$ cat config.mk
export PLATFORM = sky130hd
export DESIGN_NAME = player_ctl_top
export DESIGN_NICKNAME = d
export VERILOG_FILES = /design/src/source/game_pkg.sv /design/src/source/collision_map.sv /design/src/source/player_control_x.sv /design/src/source/player_control_y.sv /design/src/source/player_ctl_top.sv
export SDC_FILE = /design/constraint.sdc
export NUM_CORES = 1
export LEC_CHECK = 0
export CAP_MARGIN = 20
export CORE_ASPECT_RATIO = 1.25
export CORE_UTILIZATION = 45
export CTS_BUF_LIST = sky130_fd_sc_hd__clkbuf_4 sky130_fd_sc_hd__clkbuf_8
export CTS_CLUSTER_DIAMETER = 120
export DETAILED_ROUTE_END_ITERATION = 12
export DONT_BUFFER_PORTS = 1
export PLACE_DENSITY = 0.58
export SLEW_MARGIN = 5
export SYNTH_ARGS = -nofsm -noshare
export SYNTH_HDL_FRONTEND = slang
export SYNTH_HIERARCHICAL = 1
export SYNTH_SLANG_ARGS = --single-unit
$ cat constraint.sdc
create_clock -name clk -period 3.51 [get_ports clk]
set_input_delay 0.5265 -clock clk [delete_from_list [all_inputs] [get_ports clk]]
set_output_delay 0.5265 -clock clk [all_outputs]
set_load 0.02 [all_outputs]
$ cat src/source/game_pkg.sv
// game movement definitions
`default_nettype none

package game_pkg;

    // key codes from the keyboard decoder
    typedef enum logic [3:0] {
        key_none = 4'd0,                    // no action
        key_w    = 4'd1,                    // jump
        key_a    = 4'd2,                    // walk left
        key_d    = 4'd3                     // walk right
    } key_code_t;

    typedef logic [10:0] xpos_t;            // horizontal pixel position
    typedef logic [9:0]  ypos_t;            // vertical pixel position, grows downward
    typedef logic [15:0] map_adr_t;         // {row[6:0], col[8:0]}
    typedef logic [6:0]  map_row_t;         // map row field of map_adr_t
    typedef logic [8:0]  map_col_t;         // map column field of map_adr_t
    typedef logic [3:0]  pixel_t;           // terrain pixel, 0 is solid
    typedef logic [5:0]  jump_t;            // remaining upward speed per step

    // player position as seen by the sprite logic
    typedef struct packed {
        xpos_t x;
        ypos_t y;
    } player_pos_t;

    // vertical limits
    localparam ypos_t y_floor    = 10'd448; // lowest y, also the reset y
    localparam ypos_t y_ceiling  = 10'd20;  // a jump needs y above this
    // horizontal limits
    localparam xpos_t x_reset    = 11'd512;
    localparam xpos_t x_step     = 11'd4;   // pixels per step
    localparam xpos_t x_max      = 11'd1020;

    // jump profile
    localparam jump_t jump_start = 6'd15;   // speed right after takeoff
    localparam jump_t jump_min   = 6'd8;    // below this the jump is over
    localparam ypos_t fall_step  = 10'd2;   // gravity per step

    // step pacing
    localparam int step_cycles = 8;         // timer counts per step
    localparam int timer_w     = $clog2(step_cycles + 1);
    typedef logic [timer_w-1:0] timer_t;

    // terrain rule
    localparam map_row_t feet_row_ofs    = 7'd2;   // map rows from sprite top to feet
    localparam map_row_t ground_row_low  = 7'd114; // floor level
    localparam map_row_t ground_row_high = 7'd100; // ledge level
    localparam pixel_t   sky_pixel       = 4'hb;

endpackage

`default_nettype wire

$ cat src/source/collision_map.sv
// terrain collision map
`timescale 1ns/10ps
`default_nettype none

module collision_map
    import game_pkg::*;
(
    input  logic     clk,
    input  map_adr_t adr,                   // {row, col}
    output pixel_t   pixel                  // valid one cycle after adr
);

    map_row_t row;
    map_col_t col;
    map_row_t ground_row;                   // first solid row in this column
    logic     solid;

    assign row = adr[15:9];
    assign col = adr[8:0];

    // every other 32 column band carries a raised ledge
    always_comb begin
        if (col[5]) begin
            ground_row = ground_row_high;   // ledge band
        end else begin
            ground_row = ground_row_low;    // plain floor
        end
    end

    assign solid = (row >= ground_row);     // ground and everything below it

    // registered read, like a block ROM
    always_ff @(posedge clk) begin
        if (solid) begin
            pixel <= '0;
        end else begin
            pixel <= sky_pixel;
        end
    end

endmodule

`default_nettype wire

$ cat src/source/player_control_x.sv
// player horizontal motion control
`timescale 1ns/10ps
`default_nettype none

module player_control_x
    import game_pkg::*;
(
    input  logic      clk,
    input  logic      rst,
    input  key_code_t key,                  // sampled with the step strobe
    input  logic      step,                 // end of step from the vertical control
    output xpos_t     x
);

    xpos_t x_nxt;
    logic  can_left;                        // room for one step to the left
    logic  can_right;                       // room for one step to the right

    assign can_left  = (x >= x_step);
    assign can_right = (x <= x_max - x_step);

    always_comb begin
        x_nxt = x;                          // hold between strobes
        if (step) begin
            case (key)
                key_a: begin
                    if (can_left) begin
                        x_nxt = x - x_step;
                    end
                end
                key_d: begin
                    if (can_right) begin
                        x_nxt = x + x_step;
                    end
                end
                default: begin
                    x_nxt = x;              // jump and none leave x alone
                end
            endcase
        end
    end

    // new x shows up in the cycle after the strobe
    always_ff @(posedge clk) begin
        if (rst) begin
            x <= x_reset;
        end else begin
            x <= x_nxt;
        end
    end

endmodule

`default_nettype wire

$ cat src/source/player_control_y.sv
// player vertical motion control
`timescale 1ns/10ps
`default_nettype none

module player_control_y
    import game_pkg::*;
(
    input  logic      clk,
    input  logic      rst,
    input  key_code_t key,
    input  xpos_t     x,
    input  pixel_t    pixel,                // map pixel under the feet
    output ypos_t     y,
    output map_adr_t  pixel_adr,
    output logic      step                  // one cycle at the end of each step
);

    typedef enum logic [1:0] {
        idle = 2'b00,                       // decide jump or gravity
        up   = 2'b01,                       // jump taken
        down = 2'b11,                       // gravity applied
        tim  = 2'b10                        // wait out the step period
    } state_t;

    state_t      state, state_nxt;
    timer_t      timer, timer_nxt;
    jump_t       jump, jump_nxt;
    ypos_t       y_nxt;
    jump_t       jump_dec;                  // jump speed after one step of decay
    logic [10:0] y_sum;                     // gravity result, bit 10 is the sign
    logic        airborne;                  // nothing solid under the feet
    logic        timer_done;
    map_row_t    feet_row;
    map_col_t    feet_col;

    assign timer_done = (timer == timer_t'(step_cycles));
    assign step       = (state == tim) && timer_done; // last cycle of tim

    // gravity step, used when no jump key is seen
    always_comb begin
        jump_dec = (jump > jump_min) ? jump - 6'd1 : '0;    // decay, then stop
        airborne = (y < y_floor) && (pixel != '0);
        if (airborne) begin
            y_sum = {1'b0, y} + {1'b0, fall_step} - {5'b0, jump_dec};
        end else begin
            y_sum = {1'b0, y} - {5'b0, jump_dec};           // standing, only the jump
        end
    end

    // next state and motion update
    always_comb begin
        state_nxt = state;
        timer_nxt = timer;
        jump_nxt  = jump;
        y_nxt     = y;
        case (state)
            idle: begin                     // key sampled here
                if (key == key_w) begin
                    state_nxt = up;
                    if (y > y_ceiling) begin
                        y_nxt    = y - 10'd1;   // takeoff
                        jump_nxt = jump_start;
                    end else begin
                        jump_nxt = '0;      // too high, no new jump
                    end
                end else begin
                    state_nxt = down;
                    jump_nxt  = jump_dec;
                    y_nxt     = y_sum[10] ? '0 : y_sum[9:0]; // clamp at top of screen
                end
            end
            up, down: begin
                state_nxt = tim;
                timer_nxt = '0;
            end
            tim: begin
                if (timer_done) begin
                    state_nxt = idle;
                    timer_nxt = '0;
                end else begin
                    timer_nxt = timer + timer_t'(1);
                end
            end
            default: begin
                state_nxt = idle;
                timer_nxt = '0;
            end
        endcase
    end

    always_ff @(posedge clk) begin
        if (rst) begin
            state <= idle;
            timer <= '0;
            jump  <= '0;
            y     <= y_floor;
        end else begin
            state <= state_nxt;
            timer <= timer_nxt;
            jump  <= jump_nxt;
            y     <= y_nxt;
        end
    end

    // map address of the feet, one map cell per 4x4 pixels
    assign feet_row = map_row_t'(y[9:2]) + feet_row_ofs;
    assign feet_col = x[10:2];

    always_ff @(posedge clk) begin
        pixel_adr <= {feet_row, feet_col};  // refreshed every cycle
    end

endmodule

`default_nettype wire

$ cat src/source/player_ctl_top.sv
// player movement top level
`timescale 1ns/10ps
`default_nettype none

module player_ctl_top
    import game_pkg::*;
(
    input  logic        clk,
    input  logic        rst,
    input  key_code_t   key,                // decoded key, held by the caller
    output player_pos_t pos,
    output logic        step                // one strobe per game step
);

    xpos_t    x;
    ypos_t    y;
    map_adr_t pixel_adr;                    // feet address into the map
    pixel_t   pixel;                        // map answer, one cycle later

    // vertical motion also paces the step
    player_control_y i_control_y (
        .clk       (clk),
        .rst       (rst),
        .key       (key),
        .x         (x),
        .pixel     (pixel),
        .y         (y),
        .pixel_adr (pixel_adr),
        .step      (step)
    );

    player_control_x i_control_x (
        .clk  (clk),
        .rst  (rst),
        .key  (key),
        .step (step),
        .x    (x)
    );

    collision_map i_map (
        .clk   (clk),
        .adr   (pixel_adr),
        .pixel (pixel)
    );

    assign pos.x = x;
    assign pos.y = y;

endmodule

`default_nettype wire

==> results of run 1 <==
## placed cells by master (no fill, tap or decap), types with 8 or more instances in the layout
cell type / instances
a21oi_1: 14
buf_4: 24
dfxtp_1: 39
ha_1: 36
inv_1: 35
nand2_1: 28
nand3_1: 17
nand4_1: 8
nor2_1: 35
nor3_1: 13
o21ai_0: 21
xnor2_1: 27
## where the power goes
| group | switching, mW | leakage, nW | internal (mW) |
|---|---|---|---|
| Combinational | 1.08 | 1.14 | 0.827 |
| Sequential | 0.0998 | 0.328 | 0.544 |
| Clock | 0.179 | 0.0586 | 0.219 |
## layout make-up
class / count / area [um2]
fillers: 754 / 3601
clock buffers: 6 / 76.32
flip-flops and latches: 40 / 802.0
inverters: 35 / 131.4
multi-input cells: 318 / 2416
well taps: 92 / 115.1
repair buffers: 24 / 180.2
clock inverters: 2 / 35.03
## flip-flops by register name (all words and copies together) (netlist names)
signal                 cells
i_control_y/timer          4
i_control_x/x              9
i_control_y/jump           6
i_control_y/pixel_adr      8
i_control_y/y             10
i_map/pixel                1
i_control_y/state          2
## per-stage QoR
stage,utilization [%],setup slack [ns]
finish,51.05,0.2102
global route,51.05,-0.005873
CTS,50.53,0.05275
detailed placement,48.91,-0.02230
global placement,48.91,0.02328
floorplan,-,0.2213
## routing by layer
metal,vias to the layer above,wire (um)
met5,-,0
met4,0,186
met3,14,336
met2,66,4354
met1,1452,3793
li1,1482,-
## worst max-delay path by stage
| stage | from | endpoint | slack, ns | cells past startpoint |
|---|---|---|---|---|
| detailed placement | i_control_y/jump[0] | i_control_y/y[9] | -0.02 | 17 |
| global placement | i_control_y/jump[0] | i_control_y/y[9] | 0.02 | 17 |
| floorplan | i_control_y/jump[0] | i_control_y/y[8] | 0.22 | 13 |
| CTS | i_control_y/jump[0] | i_control_y/y[9] | 0.05 | 17 |
| finish | i_control_y/jump[0] | i_control_y/y[9] | 0.21 | 17 |
| global route | i_control_y/jump[0] | i_control_y/y[9] | -0.006 | 17 |
## timing repair
action | 4_1_cts | 5_1_grt
pin swaps | 0 | 2
setup endpoints to repair | 1 | 9
resized for setup | 1 | 11
hold buffers | 0 | 0
==> metrics.md, run 1 <==
| Metric | Value |
|---|---|
| Status | `complete, no violations` |
| Die Ht | `about 100 um` |
| DR iter-0 viols | `83` |
| Fmax | `just over 300 MHz` |
| Cell Chain, Critical Path | `inv_1 > ha_1 > nand2b_1 > a211oi_2 > buf_4 > nor2_1 > ha_1 > inv_1 > ha_2 > inv_1 > fa_2 > nor2b_1 > o21bai_2 > a41oi_2 > nor4_1 > o311ai_1 > a221oi_2` |
| Port bufs | `0` |
| Drt wl/cell | `between 15 and 20 um` |
| Worst-case clock skew | `0.008449 ns` |
| Hold depth | `1` |
| Initial antenna violation count | `0` |
| DRT Wirelength | `8670 um` |
| Final setup fails | `0` |
| Max-cap violations | `0` |
| Hold wc startpoint | `rst` |
| FF-to-FF Start | `i_control_y/jump[0]` |
| CTS max path bufs | `2` |
| Kind of critical path | `reg2reg` |
| Clk root buf | `clkbuf_8` |
| Busiest grt layer | `met2` |
| Hold_ws | `approximately 0.3 ns` |
| Starting Density | `46.50%` |
| Met2 GRT Util | `38.92%` |
| Power Total | `2.949 mW` |
| GRT Residual Overflow | `0` |
| Crit path capture type | `flop` |
| Largest net degree at the start of global routing | `32` |
| Critical path fanouts, max | `5` |
| GRT Overall Usage | `approximately 23%` |
| Non-filler cells, final | `517` |
| Reg2reg path depth | `17` |
| Reg clk slew, reported paths | `0.09 ns` |
| Area of the mapped netlist | `approximately 3400 um2` |
| Drt drc | `0` |
| Worst hold-check path type | `in2reg` |
| Clock sinks | `40` |
| Power per cell area | `785.0 nW/um2` |
| Depth of the CTS H-tree | `2` |
| Static Leak | `1.525 nW` |
| Vias per cell | `5.830` |
| Area delta synth->final | `9.802%` |
| Clk_lat worst skew | `0.30 ns` |
| Critical Path AT | `3.46 ns` |
| Worst slew margin | `55.59%` |
| Rows | `35` |
| Die area | `about 8000 um2` |
| Setup crit start kind | `flop` |
| CTS tree | `built` |
| Peak supply drop | `around 0.46 mV` |
| CP max stage delay | `0.38 ns` |
| Placed cell areas | `3598 um2` |
| Number of diodes | `0` |
| R2R Setup Slk | `0.21 ns` |
| Placed cell count | `slightly above 500` |
| Synth warn | `6` |
| Cell count after synthesis | `414` |
| Core ar. | `7357 um2` |
| R2R Path End | `i_control_y/y[9]` |
| Met1 usage | `27.27%` |
| Fin. Hold Viols | `0` |
| Share of layout cells above drive strength 1 | `14.59%` |
| Post-CTS Setup Inserts | `0` |
| Avg Inst Size Synth | `~8.3 um2` |
| Final net count | `472` |
| Hold endpoint | `i_control_y/y[1]` |
| Vias in the first global route | `2856` |
| Slew Viols, Final | `0` |
| Vias | `approximately 3000` |
| Sum Neg Setup Slack | `0 ns` |
| Met3 Usage GRT | `approximately 4.2%` |
| Global-route wire length before repair | `13990 um` |
| GPL Wtd Cong | `0.8767` |
| Buf/Inv on CP | `4` |
| First-pass iteration count of the detailed router | `4` |
| DPL Wire Length | `6627 um` |
| Worst EP required | `3.67 ns` |
| Worst Tran Pin Value | `0.6569 ns` |
| Tcrit/Tclk final | `94.01%` |
| CP top delay family | `compound AO/OA/AOI/OAI gates` |
| Die span in x | `79.99 um` |
| Crit path time final | `3.300 ns` |
| Final ANT Viol Nets | `0` |
| TritonCTS Buffers | `5` |
| I/O pin total | `28` |
| Post-Layout Inst Area | `3756 um2` |
| CP dominant cell by count | `inv_1` |
| Worst path slowest cell | `o311ai_1` |
No activity file was read; power rests on OpenSTA's default activity.
==> run 2, diff against run 1 <==
Settings changed: ABC_AREA from default to 1.
==> metrics.md, run 2 <==
| Metric | Value |
|---|---|
| Clk root buf | `clkbuf_8` |
| Sequential Power Share | `around 31%` |
| DRT Wirelength | `9039 um` |
| Number of diodes | `0` |
| Reg clk slew, reported paths | `0.08 ns` |
| Largest net degree at the start of global routing | `20` |
| Share of layout cells above drive strength 1 | `about 7.3%` |
| Worst EP required | `3.74 ns` |
| Biggest regs | `i_control_y/y (10), i_control_x/x (9), i_control_y/pixel_adr (8)` |
| Clock Power Share | `between 20% and 30%` |
| CP dominant cell by count | `inv_1` |
| Final setup fails | `0` |
| Reg2reg path depth | `20` |
| Setup crit start kind | `flop` |
| Depth of the CTS H-tree | `2` |
| Drt wl/cell | `13.43 um` |
| Max FFs per register | `10` |
| Switching Share | `41.49%` |
| Hold depth | `1` |
| Crit path time final | `3.126 ns` |
| Vias | `about 3500` |
| Status | `complete, no violations` |
| Final net count | `approximately 630` |
| GRT Overall Usage | `22.19%` |
| Worst-case clock skew | `0.01039 ns` |
| Clock sinks | `40` |
| Crit. path cell count | `20` |
| Cell count after synthesis | `~580` |
| Die Ht | `just over 100 um` |
| Die span in x | `83.08 um` |
| Vias per cell | `5.190` |
| Buf/Inv on CP | `5` |
| Biggest register | `i_control_y/y` |
| Critical path fanouts, max | `10` |
| Peak supply drop | `0.2340 mV` |
| Static Leak | `1.889 nW` |
| CP max stage delay | `about 0.48 ns` |
| Post-CTS Setup Inserts | `0` |
| Worst slew margin | `between 40% and 50%` |
| Most frequent cells in the layout | `159 x nand2_1, 78 x inv_1, 56 x nor2_1` |
| Die area | `between 8000 and 9000 um2` |
| Cell Chain, Critical Path | `inv_1 > ha_1 > inv_1 > nor2_1 > nand2_1 > inv_1 > or2_2 > nand3_1 > ha_1 > inv_1 > fa_1 > inv_1 > nand3_1 > nand2_1 > a21oi_1 > nand2_1 > nand2_2 > a21oi_4 > o21ai_1 > a21oi_1` |
| Worst hold-check path type | `in2reg` |
| CTS tree | `built` |
| TritonCTS Buffers | `5` |
| Synth warn | `6` |
| GRT Residual Overflow | `0` |
| Initial antenna violation count | `0` |
| Most common cell after layout, fill and taps aside | `nand2_1` |
| Drt drc | `0` |
| Sum Neg Setup Slack | `0 ns` |
| GPL Wtd Cong | `roughly 0.86` |
| Power per cell area | `469.6 nW/um2` |
| DR iter-0 viols | `182` |
| Fin. Hold Viols | `0` |
| Rows | `36` |
| Port bufs | `0` |
| CP top delay family | `adder cells` |
| Post-CTS Hold Fix Bufs | `0` |
| Critical Path AT | `3.35 ns` |
| Avg Inst Size Synth | `6.331 um2` |
| Area delta synth->final | `4.129%` |
| Starting Density | `between 40% and 50%` |
| Switch Pwr | `around 0.75 mW` |
| Pint | `1.058 mW` |
| Kind of critical path | `reg2reg` |
| I/O pin total | `28` |
| CTS max path bufs | `2` |
| Worst path slowest cell | `fa_1` |
| Core ar. | `7883 um2` |
| Comb power frac | `44.6%` |
| Fmax | `approximately 320 MHz` |
| Slew Viols, Final | `0` |
| Crit path capture type | `flop` |
| Power Total | `approximately 1.8 mW` |
| RSZ-0062 raised after global routing | `no` |
| Final ANT Viol Nets | `0` |
| Tcrit/Tclk final | `between 80% and 90%` |
| Vias in the first global route | `3289` |
| Global-route wire length before repair | `between 15000 and 20000 um` |
| Area of the mapped netlist | `3697 um2` |
| CTS resizes | `0` |
| First-pass iteration count of the detailed router | `4` |
| Worst Tran Pin Value | `0.8195 ns` |
| Clk_lat worst skew | `0.29 ns` |
| Max-cap violations | `0` |
| DPL Wire Length | `7163 um` |
==> run 2: power by group through the flow <==
stage | registers (mW) | clock network, mW | logic [mW]
floorplan | 0.569 | 0 | 0.640
global placement | 0.570 | 0 | 0.797
detailed placement | 0.571 | 0 | 0.802
CTS | 0.561 | 0.449 | 0.806
global route | 0.568 | 0.473 | 0.936
finish | 0.560 | 0.442 | 0.806
==> run 2: layer usage <==
| metal | routed length (um) | GRT usage, % |
|---|---|---|
| met2 | 4565 | 42.18 |
| met1 | 4114 | 26.06 |
| met5 | 0 | 0 |
| met4 | 119 | 6.233 |
| met3 | 240 | 3.333 |
==> run 2: path summary, 6_finish.rpt <==
kind / start / to / slack [ns]
max: i_control_y/jump[0] / i_control_y/y[4] / 0.38
min: rst / i_control_x/x[2] / 0.29
max reg2reg: i_control_y/jump[0] / i_control_y/y[4] / 0.38
min reg2reg: i_control_y/jump[1] / i_control_y/jump[1] / 0.49
==> run 2: layout make-up <==
class / count / area (um2)
Fill cell: 828 / 4033
Multi-Input combinational cell: 442 / 2452
Sequential cell: 40 / 800.8
Inverter: 86 / 326.6
Tap cell: 95 / 118.9
Clock buffer: 5 / 68.82
Clock inverter: 2 / 60.06
Timing Repair Buffer: 3 / 22.52
==> run 2: stage by stage <==
step / setup WS (ns) / area [um2] / hold WS (ns) / util [%] / instances
final: 0.3845 / 3850 / 0.2902 / 48.84 / 673
after global routing: 0.08192 / 3850 / 0.2771 / 48.84 / 673
after CTS: 0.3790 / 3850 / 0.2845 / 48.84 / 673
after detailed placement: 0.4099 / 3721 / 0.4725 / 47.21 / 666
after global placement: 0.5034 / 3721 / 0.4652 / 47.21 / 666
after floorplan: 0.7981 / 3701 / 0.3770 / - / 585
